==> config.mk <==
export PLATFORM = sky130hd
export DESIGN_NAME = decode_frontend
export DESIGN_NICKNAME = d
export VERILOG_FILES = /design/src/common/rv32i_isa_pkg.sv /design/src/common/uop_types_pkg.sv /design/src/decode_queue/decode_queue.sv /design/src/decoder/uop_decoder.sv /design/src/decoder/fetch_bundle_decode.sv /design/src/design/issue_scoreboard.sv /design/src/design/decode_frontend.sv
export SDC_FILE = /design/constraint.sdc
export NUM_CORES = 2
export LEC_CHECK = 0
export ABC_AREA = 1
export BUFFER_PORTS_ARGS = -buffer_cell sky130_fd_sc_hd__buf_2
export CAP_MARGIN = 40
export CORE_MARGIN = 3
export CORE_UTILIZATION = 30
export CTS_CLUSTER_SIZE = 28
export DETAILED_ROUTE_END_ITERATION = 7
export HOLD_SLACK_MARGIN = 0.15
export SLEW_MARGIN = 10
export SYNTH_ARGS = -nofsm -noshare
export SYNTH_HDL_FRONTEND = slang
export SYNTH_SLANG_ARGS = --single-unit
==> constraint.sdc <==
create_clock -name CLK -period 7.8 [get_ports CLK]
set_input_delay 1.17 -clock CLK [delete_from_list [all_inputs] [get_ports CLK]]
set_output_delay 1.17 -clock CLK [all_outputs]
set_load 0.02 [all_outputs]
==> src/common/rv32i_isa_pkg.sv <==
//####################################################################
// rv32i isa definitions
// major opcodes, funct codes and instruction field layout
//####################################################################
package rv32i_isa_pkg;

    localparam int XLEN = 32; // word width

    typedef logic [4:0] reg_idx_t; // x0..x31
    typedef logic [2:0] funct3_t;
    typedef logic [6:0] funct7_t;

    typedef enum logic [6:0] {
        LUI    = 7'b0110111,
        AUIPC  = 7'b0010111,
        JAL    = 7'b1101111,
        JALR   = 7'b1100111,
        BRANCH = 7'b1100011,
        LOAD   = 7'b0000011,
        STORE  = 7'b0100011,
        OP_IMM = 7'b0010011,
        OP     = 7'b0110011
    } opcode_t;

    // r-type field layout
    typedef struct packed {
        funct7_t  funct7;
        reg_idx_t rs2;
        reg_idx_t rs1;
        funct3_t  funct3; // same spot in every format
        reg_idx_t rd;
        opcode_t  opcode;
    } instr_fields_t;

    localparam funct3_t F3_ADD_SUB = 3'b000;
    localparam funct3_t F3_SLL     = 3'b001;
    localparam funct3_t F3_SLT     = 3'b010;
    localparam funct3_t F3_SLTU    = 3'b011;
    localparam funct3_t F3_XOR     = 3'b100;
    localparam funct3_t F3_SRL_SRA = 3'b101;
    localparam funct3_t F3_OR      = 3'b110;
    localparam funct3_t F3_AND     = 3'b111;

    localparam funct7_t F7_BASE = 7'b0000000;
    localparam funct7_t F7_ALT  = 7'b0100000; // sub / sra

endpackage

==> src/common/uop_types_pkg.sv <==
//####################################################################
// micro-op types
// uop, fetch bundle and writeback records, alu operation codes
//####################################################################
package uop_types_pkg;

    localparam int FETCH_LANES = 2; // instruction words per fetch bundle

    typedef enum logic [3:0] {
        ADD,
        SUB,
        SLL,
        SLT,
        SLTU,
        XOR,
        SRL,
        SRA,
        OR,
        AND
    } alu_op_t;

    // all zero is a nop
    typedef struct packed {
        logic                           valid;
        logic [rv32i_isa_pkg::XLEN-1:0] pc;
        alu_op_t                        alu_op;
        rv32i_isa_pkg::reg_idx_t        rs1;
        rv32i_isa_pkg::reg_idx_t        rs2;
        rv32i_isa_pkg::reg_idx_t        rd;
        logic                           rd_we;
        logic                           use_imm; // operand b from imm
        logic                           is_branch;
        logic                           is_jump;
        logic                           is_load;
        logic                           is_store;
        logic                           illegal;
        logic [rv32i_isa_pkg::XLEN-1:0] imm;
    } uop_t;

    typedef struct packed {
        logic [rv32i_isa_pkg::XLEN-1:0]                  pc;         // lane 0 address
        logic [FETCH_LANES-1:0]                          lane_valid;
        logic [FETCH_LANES-1:0][rv32i_isa_pkg::XLEN-1:0] instr;
    } fetch_bundle_t;

    typedef struct packed {
        logic                    valid;
        rv32i_isa_pkg::reg_idx_t rd;
    } wb_t;

endpackage

==> src/decode_queue/decode_queue.sv <==
//####################################################################
// decode queue
// shifting queue of decoded ops, head at slot 1, multi-entry store,
// stall, flush and free-slot count for the fetch side
//####################################################################
`timescale 1ns/1ps

module decode_queue #(
    parameter type D_TYPE        = logic [31:0],
    parameter int  QUEUE_LEN     = 8,
    parameter int  DISPATCH_SIZE = 2
) (
    input  logic                           CLK,
    input  logic                           nRST,
    input  D_TYPE [DISPATCH_SIZE-1:0]      ctrls,
    input  logic                           stall_queue,
    input  logic                           flush_queue,
    input  logic                           store,
    input  logic [$clog2(DISPATCH_SIZE):0] num_uops,
    output logic [$clog2(QUEUE_LEN)+1:0]   num_free_slots,
    output D_TYPE                          uop0
);

    typedef logic [$clog2(QUEUE_LEN)+1:0] idx_t;

    idx_t                  tail_idx;       // occupied entries
    idx_t                  nxt_tail_idx;
    idx_t                  base_idx;       // entries left after this cycle's shift
    D_TYPE [QUEUE_LEN:1]   queue_data;     // slot 0 unused
    D_TYPE [QUEUE_LEN:1]   nxt_queue_data;

    assign uop0 = queue_data[1]; // head

    // one entry leaves per unstalled cycle
    assign base_idx = (stall_queue || tail_idx == '0) ? tail_idx : tail_idx - 1'b1;

    // includes the slot freed by this cycle's shift
    assign num_free_slots = idx_t'(QUEUE_LEN) - base_idx;

    always_comb begin
        nxt_queue_data = queue_data; // hold by default

        if (!stall_queue) begin
            for (int i = 1; i < QUEUE_LEN; i++) begin
                nxt_queue_data[i] = queue_data[i+1];
            end
            nxt_queue_data[QUEUE_LEN] = '0; // nop in at the tail
        end

        if (store) begin
            for (int k = 0; k < DISPATCH_SIZE; k++) begin
                if (k < num_uops && base_idx + k < QUEUE_LEN) begin
                    nxt_queue_data[base_idx + k + 1] = ctrls[k]; // append behind tail
                end
            end
        end

        if (flush_queue) begin
            nxt_queue_data = '0; // flush wins over store
        end
    end

    always_comb begin
        nxt_tail_idx = base_idx;
        if (store) begin
            nxt_tail_idx = base_idx + num_uops;
        end
        if (flush_queue) begin
            nxt_tail_idx = '0;
        end
    end

    always_ff @(posedge CLK, negedge nRST) begin
        if (!nRST) begin
            tail_idx   <= '0;
            queue_data <= '0; // valid bits live in the entries
        end else begin
            tail_idx   <= nxt_tail_idx;
            queue_data <= nxt_queue_data;
        end
    end

endmodule

==> src/decoder/uop_decoder.sv <==
//####################################################################
// uop decoder
// decodes one rv32i instruction word into a micro-op
//####################################################################
`timescale 1ns/1ps

module uop_decoder (
    input  logic [rv32i_isa_pkg::XLEN-1:0] instr,
    input  logic [rv32i_isa_pkg::XLEN-1:0] pc,
    input  logic                           lane_valid,
    output uop_types_pkg::uop_t            uop
);

    rv32i_isa_pkg::instr_fields_t   f;
    logic [rv32i_isa_pkg::XLEN-1:0] imm_i;
    logic [rv32i_isa_pkg::XLEN-1:0] imm_s;
    logic [rv32i_isa_pkg::XLEN-1:0] imm_b;
    logic [rv32i_isa_pkg::XLEN-1:0] imm_u;
    logic [rv32i_isa_pkg::XLEN-1:0] imm_j;
    uop_types_pkg::alu_op_t         arith_op; // op / op_imm result
    logic                           alt;      // funct7 selects sub / sra

    assign f = instr;

    assign imm_i = {{20{instr[31]}}, instr[31:20]};
    assign imm_s = {{20{instr[31]}}, instr[31:25], instr[11:7]};
    assign imm_b = {{19{instr[31]}}, instr[31], instr[7], instr[30:25], instr[11:8], 1'b0};
    assign imm_u = {instr[31:12], 12'b0};
    assign imm_j = {{11{instr[31]}}, instr[31], instr[19:12], instr[20], instr[30:21], 1'b0};

    assign alt = (f.funct7 == rv32i_isa_pkg::F7_ALT);

    always_comb begin
        case (f.funct3)
            rv32i_isa_pkg::F3_ADD_SUB: begin
                // no subi, only the register form subtracts
                arith_op = (alt && f.opcode == rv32i_isa_pkg::OP) ? uop_types_pkg::SUB
                                                                   : uop_types_pkg::ADD;
            end
            rv32i_isa_pkg::F3_SLL:     arith_op = uop_types_pkg::SLL;
            rv32i_isa_pkg::F3_SLT:     arith_op = uop_types_pkg::SLT;
            rv32i_isa_pkg::F3_SLTU:    arith_op = uop_types_pkg::SLTU;
            rv32i_isa_pkg::F3_XOR:     arith_op = uop_types_pkg::XOR;
            rv32i_isa_pkg::F3_SRL_SRA: arith_op = alt ? uop_types_pkg::SRA : uop_types_pkg::SRL;
            rv32i_isa_pkg::F3_OR:      arith_op = uop_types_pkg::OR;
            default:                   arith_op = uop_types_pkg::AND;
        endcase
    end

    always_comb begin
        uop        = '0;
        uop.valid  = 1'b1;
        uop.pc     = pc;
        uop.alu_op = uop_types_pkg::ADD; // address / link add
        case (f.opcode)
            rv32i_isa_pkg::LUI, rv32i_isa_pkg::AUIPC: begin
                uop.rd_we   = 1'b1;
                uop.use_imm = 1'b1;
                uop.imm     = imm_u;
            end
            rv32i_isa_pkg::JAL: begin
                uop.rd_we   = 1'b1;
                uop.use_imm = 1'b1;
                uop.is_jump = 1'b1;
                uop.imm     = imm_j;
            end
            rv32i_isa_pkg::JALR: begin
                uop.rd_we   = 1'b1;
                uop.use_imm = 1'b1;
                uop.is_jump = 1'b1;
                uop.rs1     = f.rs1;
                uop.imm     = imm_i;
            end
            rv32i_isa_pkg::BRANCH: begin
                uop.alu_op    = uop_types_pkg::SUB; // compare
                uop.is_branch = 1'b1;
                uop.rs1       = f.rs1;
                uop.rs2       = f.rs2;
                uop.imm       = imm_b;
            end
            rv32i_isa_pkg::LOAD: begin
                uop.rd_we   = 1'b1;
                uop.use_imm = 1'b1;
                uop.is_load = 1'b1;
                uop.rs1     = f.rs1;
                uop.imm     = imm_i;
            end
            rv32i_isa_pkg::STORE: begin
                uop.use_imm  = 1'b1;
                uop.is_store = 1'b1;
                uop.rs1      = f.rs1;
                uop.rs2      = f.rs2; // store data
                uop.imm      = imm_s;
            end
            rv32i_isa_pkg::OP_IMM: begin
                uop.alu_op  = arith_op;
                uop.rd_we   = 1'b1;
                uop.use_imm = 1'b1;
                uop.rs1     = f.rs1;
                uop.imm     = imm_i;
            end
            rv32i_isa_pkg::OP: begin
                uop.alu_op = arith_op;
                uop.rd_we  = 1'b1;
                uop.rs1    = f.rs1;
                uop.rs2    = f.rs2;
            end
            default: uop.illegal = 1'b1; // no writes, no sources
        endcase

        if (uop.rd_we) begin
            uop.rd = f.rd; // unused rd stays x0
        end
        if (!lane_valid) begin
            uop = '0; // empty lane -> nop
        end
    end

endmodule

==> src/decoder/fetch_bundle_decode.sv <==
//####################################################################
// fetch bundle decode
// per-lane decode, packs valid lanes to the front and accepts the
// bundle only when every op fits in the queue
//####################################################################
`timescale 1ns/1ps

module fetch_bundle_decode #(
    parameter int QUEUE_LEN     = 8,
    parameter int DISPATCH_SIZE = 2
) (
    input  logic                                    fetch_valid,
    input  uop_types_pkg::fetch_bundle_t            fetch_bundle,
    input  logic [$clog2(QUEUE_LEN)+1:0]            num_free_slots,
    output logic                                    fetch_ready,
    output uop_types_pkg::uop_t [DISPATCH_SIZE-1:0] ctrls,
    output logic [$clog2(DISPATCH_SIZE):0]          num_uops,
    output logic                                    store
);

    uop_types_pkg::uop_t [DISPATCH_SIZE-1:0]                 lane_uops; // unpacked lane order
    logic [DISPATCH_SIZE-1:0][rv32i_isa_pkg::XLEN-1:0]       lane_pc;

    for (genvar i = 0; i < DISPATCH_SIZE; i++) begin : g_lane
        assign lane_pc[i] = fetch_bundle.pc + 4 * i; // word per lane

        uop_decoder u_uop_decoder (
            .instr      (fetch_bundle.instr[i]),
            .pc         (lane_pc[i]),
            .lane_valid (fetch_bundle.lane_valid[i]),
            .uop        (lane_uops[i])
        );
    end

    // compact valid lanes, program order kept
    always_comb begin
        ctrls    = '0;
        num_uops = '0;
        for (int i = 0; i < DISPATCH_SIZE; i++) begin
            if (lane_uops[i].valid) begin
                ctrls[num_uops] = lane_uops[i];
                num_uops        = num_uops + 1'b1;
            end
        end
    end

    assign fetch_ready = (num_free_slots >= num_uops); // whole bundle or nothing
    assign store       = fetch_valid & fetch_ready;

endmodule

==> src/design/issue_scoreboard.sv <==
//####################################################################
// issue scoreboard
// busy-register table, hazard check on the queue head and issue
// handshake with stall back to the queue
//####################################################################
`timescale 1ns/1ps

module issue_scoreboard (
    input  logic                CLK,
    input  logic                nRST,
    input  uop_types_pkg::uop_t head_uop,
    input  logic                issue_ready,
    input  uop_types_pkg::wb_t  wb,
    output logic                stall_queue,
    output logic                issue_valid,
    output uop_types_pkg::uop_t issue_uop
);

    logic [31:0] busy;       // one bit per architectural register
    logic [31:0] nxt_busy;
    logic        hazard;
    logic        issue_fire;

    // registered table only, wb this cycle not seen
    assign hazard = head_uop.valid
                  & (busy[head_uop.rs1] | busy[head_uop.rs2] | busy[head_uop.rd]);

    assign issue_valid = head_uop.valid & ~hazard;
    assign stall_queue = head_uop.valid & (~issue_ready | hazard); // keep head in slot 1
    assign issue_uop   = head_uop;
    assign issue_fire  = issue_valid & issue_ready;

    always_comb begin
        nxt_busy = busy;
        if (wb.valid) begin
            nxt_busy[wb.rd] = 1'b0;
        end
        if (issue_fire && head_uop.rd_we) begin
            nxt_busy[head_uop.rd] = 1'b1; // new writer wins over wb
        end
        nxt_busy[0] = 1'b0; // x0 never busy
    end

    always_ff @(posedge CLK, negedge nRST) begin
        if (!nRST) begin
            busy <= '0;
        end else begin
            busy <= nxt_busy;
        end
    end

endmodule

==> src/design/decode_frontend.sv <==
//####################################################################
// decode front end
// fetch bundle decode, decode queue and issue scoreboard
//####################################################################
`timescale 1ns/1ps

module decode_frontend #(
    parameter int QUEUE_LEN     = 8,
    parameter int DISPATCH_SIZE = uop_types_pkg::FETCH_LANES
) (
    input  logic                         CLK,
    input  logic                         nRST,
    input  logic                         fetch_valid,
    input  uop_types_pkg::fetch_bundle_t fetch_bundle,
    output logic                         fetch_ready,
    input  logic                         redirect,
    input  logic                         issue_ready,
    output logic                         issue_valid,
    output uop_types_pkg::uop_t          issue_uop,
    input  uop_types_pkg::wb_t           wb
);

    uop_types_pkg::uop_t [DISPATCH_SIZE-1:0] ctrls;          // packed lanes
    logic [$clog2(DISPATCH_SIZE):0]          num_uops;
    logic                                    store;
    logic [$clog2(QUEUE_LEN)+1:0]            num_free_slots;
    uop_types_pkg::uop_t                     head_uop;       // queue slot 1
    logic                                    stall_queue;

    fetch_bundle_decode #(
        .QUEUE_LEN     (QUEUE_LEN),
        .DISPATCH_SIZE (DISPATCH_SIZE)
    ) u_fetch_bundle_decode (
        .fetch_valid    (fetch_valid),
        .fetch_bundle   (fetch_bundle),
        .num_free_slots (num_free_slots),
        .fetch_ready    (fetch_ready),
        .ctrls          (ctrls),
        .num_uops       (num_uops),
        .store          (store)
    );

    decode_queue #(
        .D_TYPE        (uop_types_pkg::uop_t),
        .QUEUE_LEN     (QUEUE_LEN),
        .DISPATCH_SIZE (DISPATCH_SIZE)
    ) u_decode_queue (
        .CLK            (CLK),
        .nRST           (nRST),
        .ctrls          (ctrls),
        .stall_queue    (stall_queue),
        .flush_queue    (redirect),       // busy table survives a redirect
        .store          (store),
        .num_uops       (num_uops),
        .num_free_slots (num_free_slots),
        .uop0           (head_uop)
    );

    issue_scoreboard u_issue_scoreboard (
        .CLK         (CLK),
        .nRST        (nRST),
        .head_uop    (head_uop),
        .issue_ready (issue_ready),
        .wb          (wb),
        .stall_queue (stall_queue),
        .issue_valid (issue_valid),
        .issue_uop   (issue_uop)
    );

endmodule

==> metrics.txt <==
# TYPE chip_impl_metric gauge
chip_impl_info{name="outcome",value="finished, final reports clean"} 1
chip_impl_metric{name="gr-total-overflow",unit=""} 0
chip_impl_metric{name="post_synth_and_or_nand_nor_area_fraction",unit="%"} 42.20
chip_impl_metric{name="average_footprint_of_a_synthesized_cell",unit="sq um"} 6.061
chip_impl_metric{name="crit_path_max_fanout",unit=""} 76
chip_impl_metric{name="maxCapViolCount",unit=""} 0
chip_impl_metric{name="postCtsSetupRepairBufs",unit=""} 0
chip_impl_metric{name="tcrit_tclk_final",unit="%"} 82.44
chip_impl_metric{name="setup.reg_to_reg.worst_slack",unit="ps"} 1370
chip_impl_metric{name="total_number_of_nets_in_the_final_design",unit=""} 8937
chip_impl_metric{name="max-vdd-ir-drop",unit="mV"} 0.5623
chip_impl_metric{name="route.final.wire_length",unit="microns"} 252500
chip_impl_metric{name="numCtsBuffers",unit=""} 95
chip_impl_metric{name="core",unit="sq um"} 183500
chip_impl_metric{name="power_switching",unit="mW"} 10.37
chip_impl_metric{name="fmax",unit="GHz"} 0.1555
chip_impl_metric{name="clkLatencyLatePin",unit="ps"} 730
chip_impl_metric{name="fraction_of_power_spent_switching_nets",unit="%"} 52.90
chip_impl_metric{name="boundaryPins",unit=""} 202
chip_impl_info{name="startpoint_type",value="register"} 1
chip_impl_info{name="yosys_most_used_dff",value="sky130_fd_sc_hd__dfrtp_1"} 1
chip_impl_metric{name="htree_num_levels",unit=""} 3
chip_impl_metric{name="synth-edff-count",unit=""} 0
chip_impl_metric{name="antenna_violations_before_repair",unit=""} 6
chip_impl_metric{name="io_buffers",unit=""} 201
chip_impl_info{name="crit_path_frequent_cell",value="sky130_fd_sc_hd__nand2_1"} 1
chip_impl_metric{name="clk_transition_reported_paths",unit="ps"} 60
chip_impl_info{name="crit_slowest_cell",value="sky130_fd_sc_hd__nor3_1"} 1
chip_impl_metric{name="setup-violations-final",unit=""} 0
chip_impl_metric{name="num_vias",unit=""} 62980
chip_impl_metric{name="floorplan.rows",unit=""} 157
chip_impl_metric{name="post_synth_adder_cell_area",unit="%"} 0.3966
chip_impl_metric{name="share_comb_of_total_power",unit="%"} 51.3
chip_impl_metric{name="power.total",unit="mW"} 19.60
chip_impl_metric{name="layout-drive-gt1-share",unit="%"} 6.752
chip_impl_metric{name="synth_fp_nets",unit=""} 9288
chip_impl_metric{name="final_max_slew_viol_count",unit=""} 0
chip_impl_metric{name="yosysSeqAreaShare",unit="%"} 34.43
chip_impl_metric{name="floorplan.initialDensity",unit="%"} 30.26
chip_impl_metric{name="power_frac_clock",unit="%"} 23.5
chip_impl_metric{name="synth_xor_area_share",unit="%"} 0.04732
chip_impl_metric{name="synth_compound_area_share",unit="%"} 13.26
chip_impl_metric{name="grt_first_pass_wirelength",unit="microns"} 378900
chip_impl_metric{name="cpPeakStageDelay",unit="ps"} 720
chip_impl_info{name="endpoint_kind",value="register"} 1
chip_impl_metric{name="cp.arrival",unit="ps"} 6980
chip_impl_info{name="crit-reg2reg-launch",value="u_decode_queue.uop0[43]$_DFF_PN0_"} 1
chip_impl_info{name="synth.top_cells.by_count",value="4,260 x sky130_fd_sc_hd__nand2_1, 812 x sky130_fd_sc_hd__nand3_1, 764 x sky130_fd_sc_hd__dfrtp_1, 741 x sky130_fd_sc_hd__a21oi_1, 563 x sky130_fd_sc_hd__o21ai_0"} 1
chip_impl_metric{name="first_global_vias",unit=""} 59060
chip_impl_metric{name="chipWidth",unit="microns"} 436.2
chip_impl_metric{name="syn_inst",unit=""} 9162
chip_impl_info{name="rsz_0062_raised_after_global_routing",value="false"} 1
chip_impl_info{name="root_buffer",value="sky130_fd_sc_hd__clkbuf_16"} 1
chip_impl_info{name="synth.largest_area_cell",value="sky130_fd_sc_hd__dfrtp_1"} 1
chip_impl_metric{name="static-leakage-power",unit="nW"} 28.74
chip_impl_metric{name="post-route-util",unit="%"} 33.29
chip_impl_metric{name="power.share.sequential",unit="%"} 25.2
chip_impl_metric{name="cts_hold_buffers",unit=""} 0
chip_impl_metric{name="detail-route-antenna-nets",unit=""} 0
chip_impl_metric{name="drt_pre_antenna_iters",unit=""} 6
chip_impl_info{name="largest_family_of_logic_cells_by_synthesized_area",value="simple AND/OR/NAND/NOR gates"} 1
chip_impl_metric{name="clock_skew",unit="ps"} 46.85
chip_impl_info{name="synth.top_cells.by_area",value="sky130_fd_sc_hd__dfrtp_1 34%, sky130_fd_sc_hd__nand2_1 29%, sky130_fd_sc_hd__nand3_1 7.3%, sky130_fd_sc_hd__a21oi_1 6.7%, sky130_fd_sc_hd__o21ai_0 5.1%"} 1
chip_impl_info{name="synthMostInstantiatedCell",value="sky130_fd_sc_hd__nand2_1"} 1
chip_impl_metric{name="clock-sinks",unit=""} 764
chip_impl_metric{name="globalplace.congestion",unit=""} 0.9621
chip_impl_metric{name="slew_headroom",unit="%"} 17.51
chip_impl_metric{name="drc",unit=""} 0
chip_impl_info{name="hp-class",value="in -> async"} 1
chip_impl_metric{name="worst_r2r_path_depth",unit=""} 30
chip_impl_metric{name="die_area",unit="sq um"} 190300
chip_impl_metric{name="worst_slew_pin_slew",unit="ps"} 1237
chip_impl_metric{name="dp_hpwl",unit="microns"} 146100
chip_impl_metric{name="yosys.area.top_type_share",unit="%"} 34.43
chip_impl_metric{name="synth_warnings",unit=""} 0
chip_impl_info{name="tritoncts",value="done"} 1
chip_impl_metric{name="share_of_async_settable_or_async_resettable_flops_after_synthesis",unit="%"} 100.0
chip_impl_metric{name="report.final.hold_viol_count",unit=""} 0
chip_impl_metric{name="worstPathRequired",unit="ps"} 8350
chip_impl_metric{name="layout-area-overhead-vs-synth",unit="%"} 9.998
chip_impl_metric{name="clk_path_buf_depth",unit=""} 3
chip_impl_metric{name="drtIter0Drc",unit=""} 8244
chip_impl_metric{name="postSynthRegisterBits",unit=""} 764
chip_impl_info{name="critPathCapture",value="u_decode_queue.queue_data[709]$_DFF_PN0_"} 1
chip_impl_metric{name="routedWlPerCell",unit="microns"} 22.24
chip_impl_metric{name="power-per-cell-area",unit="nW/um^2"} 321.0
chip_impl_metric{name="grt_start_max_net_pins",unit=""} 180
chip_impl_info{name="path_class",value="reg -> reg"} 1
chip_impl_metric{name="finalWorstPathRequiredPeriod",unit="ps"} 6430
chip_impl_metric{name="die_y",unit="microns"} 436.2
chip_impl_metric{name="synthesis.area",unit="sq um"} 55530
chip_impl_info{name="startpoint",value="u_decode_queue.uop0[43]$_DFF_PN0_"} 1
chip_impl_metric{name="final.setup.tns",unit="ps"} 0
chip_impl_metric{name="ys_types",unit=""} 46
chip_impl_metric{name="route.detailed.vias_per_inst",unit=""} 5.548
chip_impl_info{name="worst_r2r_endpoint",value="u_decode_queue.queue_data[709]$_DFF_PN0_"} 1
chip_impl_metric{name="cts-resized-gates",unit=""} 0
chip_impl_metric{name="mux_share_of_post_synthesis_cell_area",unit="%"} 0
chip_impl_metric{name="cell_internal_pwr",unit="mW"} 9.234
chip_impl_metric{name="groute.usage.overall",unit="%"} 25.40
==> logic make-up after synthesis <==
family	after synthesis
adder cells (fa/ha/maj)	17
XOR/XNOR	3
AO/OA/AOI/OAI	1444
buffers and inverters	1234
flip-flops	764
AND/OR/NAND/NOR	5700
==> metrics by stage <==
step / cell area, sq um / worst slack [ps] / hold WS, ps / cells
floorplan: 55530 / 3453 / 471.2 / 9162
CTS: 61030 / 1157 / 490.4 / 11350
finish: 61080 / 1370 / 479.0 / 11350
detailed placement: 57860 / 1221 / 503.4 / 11180
global placement: 57230 / 704.7 / 492.8 / 11140
global route: 61070 / 831.2 / 540.1 / 11350
==> placed cells by master, fill, tap and decap left out, drive strengths merged, types with 4 or more instances in the layout <==
master | Yosys | routed
nand3 | 822 | 822
a22oi | 4 | 4
or2 | 10 | 10
bufinv | 0 | 4
nor3 | 38 | 38
nor2 | 255 | 255
ha | 16 | 16
nand4 | 285 | 285
clkinv | 7 | 24
inv | 412 | 415
a31oi | 20 | 20
o21ai | 636 | 636
o22ai | 16 | 16
buf | 348 | 366
a21oi | 742 | 742
nor4 | 7 | 7
a211oi | 10 | 10
o32ai | 5 | 5
o211ai | 5 | 5
nand2 | 4277 | 4277
clkbuf | 467 | 147
dfrtp | 764 | 764
==> power groups by stage <==
stage               Sequential [mW]  Combinational (mW)  Clock, mW
floorplan                      4.88                6.18          0
detailed placement             5.00                9.67          0
finish                         4.95                10.1       4.60
global route                   5.01                10.6       4.82
CTS                            4.93                9.69       4.66
global placement               4.99                9.43          0
==> state kept, by name, summed over array words and instances (netlist names) <==
register	cells
u_decode_queue.queue_data	637
u_decode_queue.uop0	91
u_issue_scoreboard.busy	31
u_decode_queue.tail_idx	5
==> worst max-delay path, delay by kind of cell, from the launching register on <==
family                     cells  cell delay (ps)
adders and majority gates      1              320
buffers and inverters          6             1570
DFF                            1              450
and+or+nand+nor               23             3840
==> worst min-delay path by stage <==
stage,to
4_1_cts,u_decode_queue.queue_data[596]$_DFF_PN0_
5_1_grt,u_issue_scoreboard.busy[10]$_DFF_PN0_
6_report,u_decode_queue.queue_data[245]$_DFF_PN0_
3_5_place_dp,u_issue_scoreboard.busy[24]$_DFF_PN0_
3_3_place_gp,u_issue_scoreboard.busy[10]$_DFF_PN0_
2_1_floorplan,u_issue_scoreboard.busy[10]$_DFF_PN0_
==> routing by layer <==
layer  GRT usage [%]  up-vias  wire, microns
li1                -    28780              -
met1           32.17    29620          97190
met2           39.36     3677         112000
met3           4.378      906          24260
met4           17.54        2          19060
met5               0        -             13
==> final cells by class <==
type	instances	area, sq um
tap	2464	3083
clock inverter	25	336.6
multi-input combinational	7164	31240
antenna	3	7.507
inverter	419	1594
clock buffer	147	2834
timing repair buffer	367	2868
fill	20140	122400
sequential	764	19120
Note: power is estimated with default switching activity, not from simulation.
